==> src/include/axi_rw_macros.svh <==
`ifndef AXI_RW_MACROS_SVH
`define AXI_RW_MACROS_SVH

// ##################################################
// bus geometry
// ##################################################
`define AXI_ADDR_WIDTH      64
`define AXI_DATA_WIDTH      64
`define AXI_STRB_WIDTH      8   // one bit per data byte
`define AXI_BYTE_OFS_WIDTH  3   // byte offset inside a beat

// ##################################################
// burst limits
// ##################################################
`define AXI_LINE_BEATS      8
`define AXI_LINE_WIDTH      512
`define AXI_BEAT_IDX_WIDTH  3
`define AXI_LEN_WIDTH       8
`define AXI_SIZE_WIDTH      3

`endif

==> src/rtl/axi_rw_pkg.sv <==
package axi_rw_pkg;

  // bridge sequencing
  typedef enum logic [2:0] {
    idle,
    addr_rd,
    data_rd,
    addr_wr,
    data_wr,
    resp_wr,
    done
  } rw_state_e;

  typedef enum logic {
    op_read,
    op_write
  } user_op_e;

  // codes are ordered by severity, so a larger value is worse
  typedef enum logic [1:0] {
    okay   = 2'b00,
    exokay = 2'b01,
    slverr = 2'b10,
    decerr = 2'b11
  } axi_resp_e;

endpackage

==> src/rtl/axi_beat_if.sv <==
`timescale 1ns/1ps
`include "axi_rw_macros.svh"

interface axi_beat_if;

  logic                           load;       // request accepted
  logic                           beat_en;    // one W or R beat transferred
  logic [`AXI_BEAT_IDX_WIDTH-1:0] beat_idx;
  logic                           last_beat;

  modport fsm (
    output load,
    output beat_en,
    input  last_beat
  );

  modport counter (
    input  load,
    input  beat_en,
    output beat_idx,
    output last_beat
  );

  modport data (
    input  load,
    input  beat_en,
    input  beat_idx,
    input  last_beat
  );

endinterface

==> src/rtl/axi_rw_fsm.sv <==
`timescale 1ns/1ps

module axi_rw_fsm (
  input  logic                 clock,
  input  logic                 rst_i,
  input  logic                 user_valid_i,
  input  axi_rw_pkg::user_op_e user_op_i,
  input  logic                 ar_ready_i,
  input  logic                 r_valid_i,
  input  logic                 r_last_i,
  input  logic                 aw_ready_i,
  input  logic                 w_ready_i,
  input  logic                 b_valid_i,
  output logic                 ar_valid_o,
  output logic                 r_ready_o,
  output logic                 aw_valid_o,
  output logic                 w_valid_o,
  output logic                 b_ready_o,
  output logic                 user_ready_o,
  axi_beat_if.fsm              beat
);

  axi_rw_pkg::rw_state_e state_q;
  axi_rw_pkg::rw_state_e state_d;
  logic                  r_fire;
  logic                  w_fire;

  // ##################################################
  // channel controls decoded from state
  // ##################################################
  assign ar_valid_o   = (state_q == axi_rw_pkg::addr_rd);
  assign r_ready_o    = (state_q == axi_rw_pkg::data_rd);
  assign aw_valid_o   = (state_q == axi_rw_pkg::addr_wr);
  assign w_valid_o    = (state_q == axi_rw_pkg::data_wr);
  assign b_ready_o    = (state_q == axi_rw_pkg::resp_wr);
  assign user_ready_o = (state_q == axi_rw_pkg::done);     // single cycle

  assign r_fire = r_valid_i & r_ready_o;
  assign w_fire = w_valid_o & w_ready_i;

  assign beat.load    = (state_q == axi_rw_pkg::idle) & user_valid_i;
  assign beat.beat_en = r_fire | w_fire;

  // ##################################################
  // next state
  // ##################################################
  always_comb begin
    state_d = state_q;
    unique case (state_q)
      axi_rw_pkg::idle: begin
        if (user_valid_i) begin
          state_d = (user_op_i == axi_rw_pkg::op_write) ? axi_rw_pkg::addr_wr
                                                        : axi_rw_pkg::addr_rd;
        end
      end
      axi_rw_pkg::addr_rd: begin
        if (ar_ready_i) begin
          state_d = axi_rw_pkg::data_rd;
        end
      end
      axi_rw_pkg::data_rd: begin
        if (r_fire && r_last_i) begin   // slave marks the end of the burst
          state_d = axi_rw_pkg::done;
        end
      end
      axi_rw_pkg::addr_wr: begin
        if (aw_ready_i) begin
          state_d = axi_rw_pkg::data_wr;
        end
      end
      axi_rw_pkg::data_wr: begin
        if (w_fire && beat.last_beat) begin
          state_d = axi_rw_pkg::resp_wr;
        end
      end
      axi_rw_pkg::resp_wr: begin
        if (b_valid_i) begin
          state_d = axi_rw_pkg::done;
        end
      end
      axi_rw_pkg::done: begin
        state_d = axi_rw_pkg::idle;
      end
      default: begin
        state_d = axi_rw_pkg::idle;
      end
    endcase
  end

  always_ff @(posedge clock) begin
    if (rst_i) begin
      state_q <= axi_rw_pkg::idle;
    end else begin
      state_q <= state_d;
    end
  end

  // address valids may not drop before the slave takes them
  ar_hold_a : assert property (@(posedge clock) disable iff (rst_i)
    ar_valid_o && !ar_ready_i |=> ar_valid_o);

  aw_hold_a : assert property (@(posedge clock) disable iff (rst_i)
    aw_valid_o && !aw_ready_i |=> aw_valid_o);

  // write data only opens right after an accepted write address
  w_after_aw_a : assert property (@(posedge clock) disable iff (rst_i)
    $rose(w_valid_o) |-> $past(aw_valid_o && aw_ready_i));

endmodule

==> src/rtl/axi_beat_counter.sv <==
`timescale 1ns/1ps
`include "axi_rw_macros.svh"

module axi_beat_counter (
  input  logic                           clock,
  input  logic                           rst_i,
  input  logic [`AXI_BEAT_IDX_WIDTH-1:0] user_blks_i,  // beats minus one
  axi_beat_if.counter                    beat,
  output logic [`AXI_LEN_WIDTH-1:0]      axi_len_o
);

  logic [`AXI_BEAT_IDX_WIDTH-1:0] idx_q;
  logic [`AXI_BEAT_IDX_WIDTH-1:0] cnt_q;   // latched burst length

  always_ff @(posedge clock) begin
    if (rst_i) begin
      idx_q <= '0;
      cnt_q <= '0;
    end else if (beat.load) begin
      idx_q <= '0;
      cnt_q <= user_blks_i;
    end else if (beat.beat_en && (idx_q != cnt_q)) begin
      idx_q <= idx_q + `AXI_BEAT_IDX_WIDTH'(1);   // parks on the final beat
    end
  end

  assign beat.beat_idx  = idx_q;
  assign beat.last_beat = (idx_q == cnt_q);

  // shared by AR and AW
  assign axi_len_o = {{(`AXI_LEN_WIDTH - `AXI_BEAT_IDX_WIDTH){1'b0}}, cnt_q};

  idx_in_range_a : assert property (@(posedge clock) disable iff (rst_i)
    idx_q <= cnt_q);

endmodule

==> src/rtl/axi_wdata_shifter.sv <==
`timescale 1ns/1ps
`include "axi_rw_macros.svh"

module axi_wdata_shifter (
  input  logic                          clock,
  input  logic                          rst_i,
  input  logic [`AXI_LINE_WIDTH-1:0]    user_wdata_i,
  input  logic [`AXI_ADDR_WIDTH-1:0]    user_addr_i,
  input  logic [1:0]                    user_size_i,
  axi_beat_if.data                      beat,
  output logic [`AXI_DATA_WIDTH-1:0]    w_data_o,
  output logic [`AXI_STRB_WIDTH-1:0]    w_strb_o,
  output logic [`AXI_ADDR_WIDTH-1:0]    axi_addr_o,
  output logic [`AXI_SIZE_WIDTH-1:0]    axi_size_o
);

  logic [`AXI_LINE_BEATS-1:0][`AXI_DATA_WIDTH-1:0] line_q;
  logic [`AXI_ADDR_WIDTH-1:0]                      addr_q;
  logic [1:0]                                      size_q;
  logic [`AXI_STRB_WIDTH-1:0]                      mask;

  always_ff @(posedge clock) begin
    if (beat.load) begin
      line_q <= user_wdata_i;
    end
  end

  always_ff @(posedge clock) begin
    if (rst_i) begin
      addr_q <= '0;
      size_q <= '0;
    end else if (beat.load) begin
      addr_q <= user_addr_i;
      size_q <= user_size_i;
    end
  end

  // 2^size bytes, unshifted
  always_comb begin
    unique case (size_q)
      2'd0:    mask = `AXI_STRB_WIDTH'('h01);
      2'd1:    mask = `AXI_STRB_WIDTH'('h03);
      2'd2:    mask = `AXI_STRB_WIDTH'('h0f);
      default: mask = '1;
    endcase
  end

  assign w_data_o = line_q[beat.beat_idx];
  assign w_strb_o = (size_q == 2'd3) ? mask
                                     : mask << addr_q[`AXI_BYTE_OFS_WIDTH-1:0];

  assign axi_addr_o = addr_q;
  assign axi_size_o = {1'b0, size_q};

endmodule

==> src/rtl/axi_rdata_collector.sv <==
`timescale 1ns/1ps
`include "axi_rw_macros.svh"

module axi_rdata_collector (
  input  logic                          clock,
  input  logic                          rst_i,
  input  logic [`AXI_DATA_WIDTH-1:0]    r_data_i,
  input  logic [1:0]                    r_resp_i,
  input  logic [1:0]                    b_resp_i,
  input  axi_rw_pkg::user_op_e          user_op_i,
  axi_beat_if.data                      beat,
  output logic [`AXI_LINE_WIDTH-1:0]    user_rdata_o,
  output axi_rw_pkg::axi_resp_e         user_resp_o
);

  logic [`AXI_LINE_BEATS-1:0][`AXI_DATA_WIDTH-1:0] line_q;
  axi_rw_pkg::axi_resp_e                           resp_q;
  logic                                            rd_beat;
  logic                                            burst_end_q;  // final beat seen

  assign rd_beat = beat.beat_en & (user_op_i == axi_rw_pkg::op_read);

  always_ff @(posedge clock) begin
    if (rd_beat) begin
      line_q[beat.beat_idx] <= r_data_i;   // beat k lands in slot k
    end
  end

  // ##################################################
  // response tracking
  // ##################################################
  always_ff @(posedge clock) begin
    if (rst_i) begin
      resp_q <= axi_rw_pkg::okay;
    end else if (beat.load) begin
      resp_q <= axi_rw_pkg::okay;
    end else if (user_op_i == axi_rw_pkg::op_write) begin
      // the FSM leaves resp_wr on the B handshake edge, so the value
      // sampled there is what the done cycle presents
      if (beat.last_beat) begin
        resp_q <= axi_rw_pkg::axi_resp_e'(b_resp_i);
      end
    end else if (rd_beat && (r_resp_i > resp_q)) begin
      resp_q <= axi_rw_pkg::axi_resp_e'(r_resp_i);   // keep the worst
    end
  end

  always_ff @(posedge clock) begin
    if (rst_i) begin
      burst_end_q <= 1'b0;
    end else if (beat.load) begin
      burst_end_q <= 1'b0;
    end else if (beat.beat_en && beat.last_beat) begin
      burst_end_q <= 1'b1;
    end
  end

  assign user_rdata_o = line_q;
  assign user_resp_o  = resp_q;

  // no read beat past the end of the burst until the next request
  no_beat_after_last_a : assert property (@(posedge clock) disable iff (rst_i)
    rd_beat |-> !burst_end_q);

endmodule

==> src/rtl/axi_rw_top.sv <==
`timescale 1ns/1ps
`include "axi_rw_macros.svh"

module axi_rw_top (
  input  logic                           clock,
  input  logic                           rst_i,

  // user request port
  input  logic                           user_valid_i,
  input  axi_rw_pkg::user_op_e           user_op_i,
  input  logic [`AXI_ADDR_WIDTH-1:0]     user_addr_i,
  input  logic [1:0]                     user_size_i,
  input  logic [`AXI_BEAT_IDX_WIDTH-1:0] user_blks_i,
  input  logic [`AXI_LINE_WIDTH-1:0]     user_wdata_i,
  output logic                           user_ready_o,
  output logic [`AXI_LINE_WIDTH-1:0]     user_rdata_o,
  output axi_rw_pkg::axi_resp_e          user_resp_o,

  // write address
  output logic                           aw_valid_o,
  input  logic                           aw_ready_i,
  output logic [`AXI_ADDR_WIDTH-1:0]     aw_addr_o,
  output logic [`AXI_LEN_WIDTH-1:0]      aw_len_o,
  output logic [`AXI_SIZE_WIDTH-1:0]     aw_size_o,

  // write data
  output logic                           w_valid_o,
  input  logic                           w_ready_i,
  output logic [`AXI_DATA_WIDTH-1:0]     w_data_o,
  output logic [`AXI_STRB_WIDTH-1:0]     w_strb_o,
  output logic                           w_last_o,

  // write response
  input  logic                           b_valid_i,
  output logic                           b_ready_o,
  input  logic [1:0]                     b_resp_i,

  // read address
  output logic                           ar_valid_o,
  input  logic                           ar_ready_i,
  output logic [`AXI_ADDR_WIDTH-1:0]     ar_addr_o,
  output logic [`AXI_LEN_WIDTH-1:0]      ar_len_o,
  output logic [`AXI_SIZE_WIDTH-1:0]     ar_size_o,

  // read data
  input  logic                           r_valid_i,
  output logic                           r_ready_o,
  input  logic [`AXI_DATA_WIDTH-1:0]     r_data_i,
  input  logic [1:0]                     r_resp_i,
  input  logic                           r_last_i
);

  logic [`AXI_ADDR_WIDTH-1:0] axi_addr;
  logic [`AXI_LEN_WIDTH-1:0]  axi_len;
  logic [`AXI_SIZE_WIDTH-1:0] axi_size;

  axi_beat_if beat_if ();

  // ##################################################
  // control
  // ##################################################
  axi_rw_fsm u_fsm (
    .clock        (clock),
    .rst_i        (rst_i),
    .user_valid_i (user_valid_i),
    .user_op_i    (user_op_i),
    .ar_ready_i   (ar_ready_i),
    .r_valid_i    (r_valid_i),
    .r_last_i     (r_last_i),
    .aw_ready_i   (aw_ready_i),
    .w_ready_i    (w_ready_i),
    .b_valid_i    (b_valid_i),
    .ar_valid_o   (ar_valid_o),
    .r_ready_o    (r_ready_o),
    .aw_valid_o   (aw_valid_o),
    .w_valid_o    (w_valid_o),
    .b_ready_o    (b_ready_o),
    .user_ready_o (user_ready_o),
    .beat         (beat_if.fsm)
  );

  axi_beat_counter u_counter (
    .clock       (clock),
    .rst_i       (rst_i),
    .user_blks_i (user_blks_i),
    .beat        (beat_if.counter),
    .axi_len_o   (axi_len)
  );

  // ##################################################
  // data path
  // ##################################################
  axi_wdata_shifter u_wdata (
    .clock        (clock),
    .rst_i        (rst_i),
    .user_wdata_i (user_wdata_i),
    .user_addr_i  (user_addr_i),
    .user_size_i  (user_size_i),
    .beat         (beat_if.data),
    .w_data_o     (w_data_o),
    .w_strb_o     (w_strb_o),
    .axi_addr_o   (axi_addr),
    .axi_size_o   (axi_size)
  );

  axi_rdata_collector u_rdata (
    .clock        (clock),
    .rst_i        (rst_i),
    .r_data_i     (r_data_i),
    .r_resp_i     (r_resp_i),
    .b_resp_i     (b_resp_i),
    .user_op_i    (user_op_i),
    .beat         (beat_if.data),
    .user_rdata_o (user_rdata_o),
    .user_resp_o  (user_resp_o)
  );

  // both address channels carry the same request
  assign aw_addr_o = axi_addr;
  assign aw_len_o  = axi_len;
  assign aw_size_o = axi_size;
  assign ar_addr_o = axi_addr;
  assign ar_len_o  = axi_len;
  assign ar_size_o = axi_size;

  assign w_last_o = beat_if.last_beat;

endmodule

==> config.mk <==
export PLATFORM = sky130hd
export DESIGN_NAME = axi_rw_top
export DESIGN_NICKNAME = d
export VERILOG_FILES = /design/src/rtl/axi_rw_pkg.sv /design/src/rtl/axi_beat_if.sv /design/src/rtl/axi_rw_fsm.sv /design/src/rtl/axi_beat_counter.sv /design/src/rtl/axi_wdata_shifter.sv /design/src/rtl/axi_rdata_collector.sv /design/src/rtl/axi_rw_top.sv
export VERILOG_INCLUDE_DIRS = /design/src /design/src/include
export SDC_FILE = /design/constraint.sdc
export NUM_CORES = 1
export LEC_CHECK = 0
export BUFFER_PORTS_ARGS = -buffer_cell sky130_fd_sc_hd__buf_2
export CAP_MARGIN = 30
export CORE_AREA = 4 4 538 540
export CTS_BUF_LIST = sky130_fd_sc_hd__clkbuf_8
export CTS_CLUSTER_DIAMETER = 120
export DETAILED_ROUTE_END_ITERATION = 16
export DIE_AREA = 0 0 542 544
export HOLD_SLACK_MARGIN = 0.02
export PLACE_DENSITY = 0.33
export SYNTH_ARGS = -nofsm -noshare
export SYNTH_HDL_FRONTEND = slang
export SYNTH_HIERARCHICAL = 1
export SYNTH_SLANG_ARGS = --single-unit
==> constraint.sdc <==
create_clock -name clock -period 25.9 [get_ports clock]
set_input_delay 6.475 -clock clock [delete_from_list [all_inputs] [get_ports clock]]
set_output_delay 6.475 -clock clock [all_outputs]
set_load 0.02 [all_outputs]
**Word level (Yosys, flattened, before mapping)**

Index checks and enable logic that the tools add are counted.

- Add/sub/neg operators: 1
- Magnitude comparators: 3
- Equality and inequality tests: 18
- Shift-type cells: 1
- Multiplexer cells: 18
- Bitwise gates (word level): 6
- Reductions and logical operators: 11

Operator list:

| cell | count |
|---|---|
| 512-bit bitwise mux | 1 |
| 64-bit binary-select mux with 3-bit select | 1 |
| 64-bit demux with 3-bit select | 1 |
| 64-bit 2-to-1 mux | 2 |
| 8-bit case mux with 3 select lines | 1 |
| 3-bit 2-to-1 mux | 6 |
| 3-bit case mux with 6 select lines | 1 |
| 3-bit == test (second input constant) | 3 |
| 2-bit 2-to-1 mux | 4 |
| 8-bit 2-to-1 mux | 1 |
| 2-bit != test (second input constant) | 4 |
| 8-bit by 3-bit left shift with 8-bit output | 1 |
| 3-bit by 2-bit == test with 1-bit output (second input constant) | 2 |
| 2-bit by 1-bit != test with 1-bit output (second input constant) | 3 |
| 6-bit AND reduction | 1 |
| 1-bit logical AND | 5 |
| 1-bit bitwise AND | 4 |
| 2-bit == test (second input constant) | 2 |
| 3-bit by 4-bit < comparator with 1-bit output (second input constant) | 1 |
| 3-bit by 1-bit adder with 3-bit output (second input constant) | 1 |
| 3-bit by 1-bit == test with 1-bit output (second input constant) | 1 |
| 3-bit == test | 1 |
| 3-bit by 1-bit >= comparator with 1-bit output (second input constant) | 1 |
| 3-bit zero test | 1 |
| 9 further kinds | 9 |

- Register bits after elaboration: 1,101
- Bits of input ports: 659
- Logic and storage cells: 80

**Longest topological paths before layout**

Gate-level depths: netlist of the first run.

- Depth in word-level cells: 7
- Gate-level depth with buffers: 8
- Depth with buffers taken out: 6

**Hierarchy**

Netlist of the first run, hierarchy kept.

By module, submodules not included:

| module | times used | cells each | area each (µm²) | seq. area each (µm²) |
|---|---|---|---|---|
| axi_wdata_shifter | 1 | 990 | 21,709.6 | 16,696.0 |
| axi_rdata_collector | 1 | 547 | 15,615.0 | 15,414.8 |
| axi_rw_top | 1 | 75 | 563.0 | 0.0 |
| axi_beat_counter | 1 | 44 | 397.9 | 120.1 |
| axi_rw_fsm | 1 | 39 | 297.8 | 60.1 |

**Worst setup path before layout of the first run**

Ideal clock, no wire load.

- Path kind: input to register
- Start: input user_valid_i
- End: register u_rdata.resp_q[1] (netlist: u_rdata/user_resp_o[1])
- Setup time: 140 ps
- Arrival: 19,914 ps
- Path slack: 5,845 ps
- Stages on the path: 4
- Buffers on the path: 0
- Cells stage by stage: and3_1 > nor2_1 > o211ai_1 > mux2i_1

- Word-level cells in the longest chain between the ends: 2

RTL lines:

| item | line | source |
|---|---|---|
| start, declared | axi_rw_top.sv:9 | `input logic user_valid_i,` |
| 1-bit bitwise AND | axi_rw_fsm.sv:41 | `assign beat.load = (state_q == axi_rw_pkg::idle) & user_valid_i;` |
| 2-bit OR reduction (no source line) | n/a |  |
| end signal, assigned | axi_rdata_collector.sv:34 | `resp_q <= axi_rw_pkg::okay;` |
| end signal, assigned | axi_rdata_collector.sv:36 | `resp_q <= axi_rw_pkg::okay;` |
| end signal, assigned | axi_rdata_collector.sv:41 | `resp_q <= axi_rw_pkg::axi_resp_e'(b_resp_i);` |
| end, declared | axi_rdata_collector.sv:17 | `axi_rw_pkg::axi_resp_e resp_q;` |

No other way between the ends.
A chain may end at the register's enable or synchronous reset.

**Worst setup path after layout of the first run**

- Start: register u_counter.idx_q[0] (netlist: u_counter/beat.beat_idx[0])
- End: output w_data_o[51]

- Word-level cells in the longest chain between the ends: 2

RTL lines:

| item | line | source |
|---|---|---|
| start, declared | axi_beat_counter.sv:12 | `` logic [`AXI_BEAT_IDX_WIDTH-1:0] idx_q; `` |
| start signal, assigned | axi_beat_counter.sv:23 | `` idx_q <= idx_q + `AXI_BEAT_IDX_WIDTH'(1); `` |
| 64-bit binary-select mux with 3-bit select | axi_wdata_shifter.sv:48 | `assign w_data_o = line_q[beat.beat_idx];` |
| 64-bit 2-to-1 mux (not written as such) | axi_wdata_shifter.sv:48 |  |
| end, declared | axi_rw_top.sv:29 | `` output logic [`AXI_DATA_WIDTH-1:0] w_data_o, `` |

No other way between the ends. The select of a mux whose other input is x is not followed.

==> metrics, run 1 <==
status completed; Synth top area share 79.7%; DR pass1 iterations 5; largest family of logic cells by synthesized area multiplexers; routed wire length 175000 um; max cap viols 0; width of the die 542 um; largest net degree at the start of global routing 150; CP startpoint u_counter/beat.beat_idx[0]$_SDFFE_PP0P_; Leak 0.0195 uW; # IOs 1402; routed len/inst 24.4 um; Final Hold Vio Count 0; Rows 196; kind of start point of the critical path register; number of flops mapped to enable cells by yosys 1024; starting density of the core 13.6%; core area 284000 um2; Core Util, Final 18.8%; Synth Area in Simple Gates 1.54%; global route overflow 0; DIE AREA 295000 um2; Setup TNS Final 0 ps; cell accounting for the most synthesized area edfxtp_1; Async SR Flop Fraction 0%; CP Class register to output pin; Post CTS Setup Buffer Count 0; final period demand of the worst path 11640 ps; vias in the first global route 24100; hold wc startpoint u_rdata/user_resp_o[1]$_SDFFE_PP0P_; fin. max-slew vios 0; I/O Buffers 1389; global-route wire length before repair 226000 um; synth warn 6; reg2reg start u_fsm/state_q[1]$_SDFFE_PP0P_; #FFs+latches synth 1101; Final setup viols 0; Buf+Inv Stages, Crit Path 4; cells after synthesis 1695; Worst-Margin Slew 982 ps; post-synthesis area per instance 22.8 um2; H-tree Lvls 4; Slowest Stage Delay on Critical Path 780 ps; post_cts resized 0; max frequency 0.0859 GHz; Nets 3843; Worst-path clk slew 60 ps; placed wire-length estimate 134000 um; Critical Path AT 5170 ps; Seq/Total Area, Yosys 83.7%; initial antenna violation count 168; cts hold-fix bufs 0; Crit path max-delay family buffers and inverters; unrepaired setup endpoints after global routing no; ys flop type edfxtp_1; Via Count 23300; synthesized cell area 38600 um2; worst-case vdd ir drop 0.0637 mV; root buf cell clkbuf_8; CTS Buf Count 203; Die Span Y 544 um; share of post-route cells with drive strength above 1 56.3%; Area Growth Syn to Fin 38.4%; Pwr Density 87.5 nW/um2; Fillers 30800; Synth Area in Compound Gates 0.749%; GPL Wtd Cong 0.779; skew final 73.9 ps; # DRC 0; area of the multi-input gates 5370 um2; Max clock buf depth 4; xor/xnor share of the synthesized area 0.0876%; fin crit share 45.0%; clock latency at the later pin of the worst-skew pair 930 ps; drt via density 3.25; Critical-path top delay cell buf_4; Storage cell area 32300 um2; worst-path cell chain buf_4 > buf_4 > buf_4 > mux4_2 > mux2_2 > buf_2; total global-route track usage 11.2%; Num Clock Sinks 1101; min-delay worst type register to register; Synth Area in Adders 0.0973%; top post-synthesis cells by area edfxtp_1, mux4_2, dfxtp_1, mux2_2, mux2i_1; First DRT Iteration DRCs 1306; TritonCTS clock tree done; Worst path most repeated cell buf_4; crit-path max FO 38; Worst slew margin 34.5%; Crit path required time 19420 ps; mux cell area share after synthesis 11.2%; Worst Setup End Kind output pin; distinct cell type count of the synthesized netlist 56; DRT antenna net count 0
## stage by stage
step	total power (uW)	hold WS, ps	std cells	area [um2]	setup slack (ps)
2_1_floorplan	2960	538	1699	38600	5850
3_3_place_gp	3190	470	6738	49600	14950
3_5_place_dp	3190	480	6738	49600	14920
4_1_cts	4800	486	7097	53300	13820
5_1_grt	4920	506	7117	53300	13680
6_report	4670	486	7148	53400	14260
## cell usage in the layout (no fill, tap or decap), types with 3 or more instances in the layout
master and instances:
mux4_2 128, nand2_1 15, o21ai_0 7, nor2_1 75, dfxtp_4 3, clkinv_2 19, mux2_2 65, nand2b_1 4
diode_2 51, a31oi_1 3, clkinv_1 62, conb_1 6, bufinv_16 4, nand4_1 4, inv_1 65, inv_12 4
buf_4 26, ha_1 3, buf_2 1389, edfxtp_1 1024, mux2i_1 71, nor2_4 6, nand3b_1 3, a21oi_1 9
dfxtp_1 74, clkbuf_8 207, nor3_1 3, inv_6 3, o211ai_1 5
## worst reg2reg max path: stages (launching register included)
cell and delay (ps):
dfxtp_1 440, nor2_1 710, and3_4 780, buf_12 670, buf_4 870, buf_4 740
buf_4 860
## area by class of cell
class | instances | share of cell area, %
Clock inverter | 152 | 1.53
Multi-Input combinational cell | 446 | 10.0
Inverter | 12 | 0.0843
Clock buffer | 207 | 5.33
Antenna cell | 51 | 0.239
Tap cell | 3762 | 8.81
Sequential cell | 1101 | 60.5
Timing Repair Buffer | 1417 | 13.5
## synth_stat cells (2+ instances only)
cell type	number
a31oi_1	3
nor4_1	2
mux4_2	128
or2_2	2
o21ai_0	7
buf_4	84
inv_1	10
mux2_2	65
nand3b_1	3
inv_2	2
nor3b_1	2
nand2_1	15
clkbuf_1	23
ha_1	3
buf_6	14
buf_1	9
a21oi_1	9
edfxtp_1	1024
buf_2	10
nor3_1	3
nand4_1	4
mux2i_1	71
nand3_1	2
and3_1	3
conb_1	2
dfxtp_1	77
o211ai_1	5
xnor2_1	2
nor2_1	81
nand2b_1	4
## per-layer routing
layer	global-route usage (%)	share of wire, %	vias up
met3	4.97	10	413
li1	-	-	9825
met4	3.11	2.7	154
met5	0	0.54	-
met2	19.5	49	1308
met1	12.4	37	11600
## logic make-up after synthesis
logic type,Yosys count
buffers and inverters,152
and+or+nand+nor,130
AOI/OAI and AO/OA,40
DFF,1101
xor gates and xnor gates,3
other,2
muxes,264
adders and majority gates,3
## final timing paths
path              slack [ps]  cells past startpoint                                   to
setup / recovery       14260                      6                         w_data_o[51]
hold / removal           490                      2  u_rdata/user_resp_o[1]$_SDFFE_PP0P_
setup reg to reg       20450                      6        u_wdata/line_q[179]$_DFFE_PP_
hold reg to reg          490                      2  u_rdata/user_resp_o[1]$_SDFFE_PP0P_
## flip-flops by register name (all words and copies together) (netlist names)
| register | flops |
|---|---|
| u_counter/beat.beat_idx | 3 |
| u_rdata/user_rdata_o | 512 |
| u_counter/cnt_q | 3 |
| u_wdata/size_q | 2 |
| u_rdata/user_resp_o | 2 |
| u_fsm/state_q | 3 |
| u_wdata/axi_addr_o | 64 |
| u_wdata/line_q | 512 |
## where the power goes
part | switching (uW) | internal (uW) | total (uW) | leakage, uW
logic | 487 | 248 | 735 | 0.00736
clock network | 772 | 786 | 1560 | 0.00208
registers | 123 | 2260 | 2380 | 0.0101
Note: power is estimated with default switching activity, not from simulation.
==> run 2, diff against run 1 <==
--- a/config.mk
+++ b/config.mk
@@ -6,15 +6,16 @@
 export SDC_FILE = /design/constraint.sdc
 export NUM_CORES = 1
 export LEC_CHECK = 0
+export ABC_AREA = 1
 export BUFFER_PORTS_ARGS = -buffer_cell sky130_fd_sc_hd__buf_2
 export CAP_MARGIN = 30
-export CORE_AREA = 4 4 538 540
+export CORE_AREA = 4 4 543 545
 export CTS_BUF_LIST = sky130_fd_sc_hd__clkbuf_8
 export CTS_CLUSTER_DIAMETER = 120
 export DETAILED_ROUTE_END_ITERATION = 16
-export DIE_AREA = 0 0 542 544
+export DIE_AREA = 0 0 547 549
 export HOLD_SLACK_MARGIN = 0.02
-export PLACE_DENSITY = 0.33
+export PLACE_DENSITY = 0.35
 export SYNTH_ARGS = -nofsm -noshare
 export SYNTH_HDL_FRONTEND = slang
 export SYNTH_HIERARCHICAL = 1
==> constraint.sdc (replaced) <==
create_clock -name clock -period 9.4 [get_ports clock]
set_input_delay 2.35 -clock clock [delete_from_list [all_inputs] [get_ports clock]]
set_output_delay 2.35 -clock clock [all_outputs]
set_load 0.02 [all_outputs]
==> run 2 against run 1 <==
Compared with the run above: cell count rose by 24%; die area rose by 1.9%; worst setup slack got worse by 11000 ps; sequential cell count did not move; critical path type unchanged.
==> metrics, run 2 <==
status completed; reg2reg end u_rdata/user_rdata_o[437]$_DFFE_PP_; kind of start point of the critical path register; Critical-path top delay cell dfxtp_4; max frequency 0.166 GHz; synthesized cell area 41600 um2 (+7.8%); width of the die 547 um (+0.92%); worst-path cell chain buf_4 > buf_12 > nand2_1 > nand3_1 > nand2_1 > nand2_1 > nand2_1 > buf_2; final period demand of the worst path 6040 ps; DR pass1 iterations 5 (unchanged); top post-synthesis cells by area edfxtp_1, nand2_1, inv_1, dfxtp_1, nand3_1; CP startpoint u_counter/beat.beat_idx[0]$_SDFFE_PP0P_; largest net degree at the start of global routing 124 (-17%); crit path to w_data_o[1]; Die Span Y 549 um (+0.92%); Seq/Total Area, Yosys 77.6% (-6.1 points); # DRC 0 (unchanged); Worst slew margin 30.1% (-4.5 points); Max clock buf depth 4 (unchanged); fin. max-slew vios 0 (unchanged); routed wire length 192000 um (+10%); Leak 0.0243 uW (+25%); Final Hold Vio Count 0 (unchanged); Post-Place Cells 8398 (+25%); Post CTS Setup Buffer Count 0 (unchanged); TritonCTS clock tree done; GPL Wtd Cong 0.890 (+14%); starting density of the core 14.3% (+0.78 points); Worst path most repeated cell nand2_1; ys flop type edfxtp_1; leading cell types in the layout, fill and taps excluded buf_2, edfxtp_1, nand2_1, inv_1, nand3_1; most common cell after layout, fill and taps aside buf_2; reg2reg path depth 8 (+2); First DRT Iteration DRCs 1657 (+27%); min-delay worst type register to register; Final setup viols 0 (unchanged); Num Clock Sinks 1101 (unchanged); Async SR Flop Fraction 0% (unchanged); Hold WS 474 ps (-11.7 ps); Setup TNS Final 0 ps (unchanged); clock latency at the later pin of the worst-skew pair 990 ps (+60 ps); unrepaired setup endpoints after global routing no; routed len/inst 21.7 um (-11%); Worst Setup End Kind output pin; reg2reg start u_fsm/state_q[2]$_SDFFE_PP0P_; Synth top area share 73.9% (-5.8 points); CTS Buf Count 213 (+4.9%); crit-path max FO 123 (+220%); setup ws final 3360 ps (-10900 ps); Critical Path AT 3690 ps (-1480 ps); synth warn 6 (unchanged); Finished Layout Cells 8860 (+24%); cts hold-fix bufs 0 (unchanged); Slowest Stage Delay on Critical Path 750 ps (-30 ps); share of post-route cells with drive strength above 1 35.6% (-21 points); H-tree Lvls 4 (unchanged); placed wire-length estimate 147000 um (+9.9%); Worst-path clk slew 60 ps (about the same); fin crit share 64.3%; Via Count 29700 (+28%); vias in the first global route 30400 (+26%); hold wc startpoint u_wdata/axi_addr_o[63]$_SDFFE_PP0P_; number of flops mapped to enable cells by yosys 1024 (unchanged); post-synthesis area per instance 12.7 um2 (-44%); initial antenna violation count 148 (-12%); cell accounting for the most synthesized area edfxtp_1; global-route wire length before repair 255000 um (+13%); synth cell count leaders edfxtp_1, nand2_1, inv_1; skew final 134 ps (+59.8 ps); CP Class register to output pin; DRT antenna net count 0 (unchanged); drt via density 3.36 (+3.1%); Nets 5376 (+40%); root buf cell clkbuf_8; cells after synthesis 3274 (+93%); post_cts resized 0 (unchanged); most frequent cell after synthesis edfxtp_1; # IOs 1402 (unchanged); pre-CTS WS 4070 ps (-10850 ps); max cap viols 0 (unchanged); Final Power 13800 uW (+190%); hold path cells 2 (unchanged); Fillers 32000 (+3.8%); I/O Buffers 1389 (unchanged); total global-route track usage 12.2% (+0.94 points); Rows 198 (+1.0%); distinct cell type count of the synthesized netlist 28 (-50%); worst-case vdd ir drop 0.128 mV (+100%); Pwr Density 242 nW/um2 (+180%); #FFs+latches synth 1101 (unchanged); Area Growth Syn to Fin 36.8%; DIE AREA 300000 um2 (+1.9%); core area 290000 um2 (+2.0%); r2r setup slk 5680 ps (-14770 ps); Worst-Margin Slew 1050 ps (+66.9 ps); global route overflow 0 (unchanged); Crit path required time 7050 ps (-12370 ps)
run 2: cell count changes after synthesis, moves of 7 or more:
cell,delta
mux2_2,-65
clkbuf_1,-7
mux4_2,-128
buf_2,+56
nand3_1,+265
mux2i_1,-71
nor2_1,-49
buf_6,+9
inv_1,+540
nand2_1,+989
a21oi_1,+61
nor2_2,+9
run 2: cells by family after synthesis:
| logic type | Yosys count | share of synthesized area (%) |
|---|---|---|
| flip-flops | 1101 | 77.6 |
| other | 2 | 0.0181 |
| buffers and inverters | 757 | 8.26 |
| XOR/XNOR | 1 | 0.0211 |
| AO/OA/AOI/OAI | 89 | 1.14 |
| adder cells (fa/ha/maj) | 3 | 0.0902 |
| AND/OR/NAND/NOR | 1321 | 12.8 |
run 2: through the flow:
step | util [%] | cell area [um2]
floorplan | - | 41700
CTS | 19.5 | 56700
global placement | 18.1 | 52500
finish | 19.6 | 56900
global route | 19.6 | 56800
detailed placement | 18.1 | 52600
run 2: routing by layer:
| metal | global-route usage (%) | share of wire (%) | up-vias |
|---|---|---|---|
| met5 | 0 | 0.38 | - |
| met4 | 4.64 | 3.9 | 114 |
| met3 | 4.67 | 9.0 | 415 |
| met2 | 22.8 | 53 | 1355 |
| met1 | 12.0 | 34 | 14200 |
| li1 | - | - | 13600 |
run 2: worst min path at each step:
stage / end / slack [ps]
finish: u_wdata/axi_addr_o[63]$_SDFFE_PP0P_ / 470
global route: u_wdata/axi_addr_o[9]$_SDFFE_PP0P_ / 500
CTS: u_wdata/axi_addr_o[28]$_SDFFE_PP0P_ / 480
detailed placement: u_wdata/axi_addr_o[28]$_SDFFE_PP0P_ / 470
global placement: u_wdata/axi_addr_o[58]$_SDFFE_PP0P_ / 460
floorplan: u_wdata/axi_addr_o[10]$_SDFFE_PP0P_ / 550
run 2: final cells by class:
class / instances / area, um2 / share of cell area [%]
repair buffers: 1423 / 7340 / 12.9
well taps: 3900 / 4880 / 8.58
multi-input cells: 1420 / 6020 / 10.6
diodes: 74 / 185 / 0.325
clock buffers: 219 / 3010 / 5.30
inverters: 555 / 2110 / 3.71
flip-flops and latches: 1101 / 32300 / 56.8
clock inverters: 168 / 1050 / 1.84
run 2: worst max-delay path, delay by kind of cell (launching register included):
kind                   cells  cell delay [ps]
buffers and inverters      3             1170
flip-flops                 1              750
AND/OR/NAND/NOR            5              540
run 2: where the power goes:
| group | switching, uW | internal, uW |
|---|---|---|
| sequential | 263 | 6140 |
| combinational | 2030 | 695 |
| clock | 2210 | 2430 |
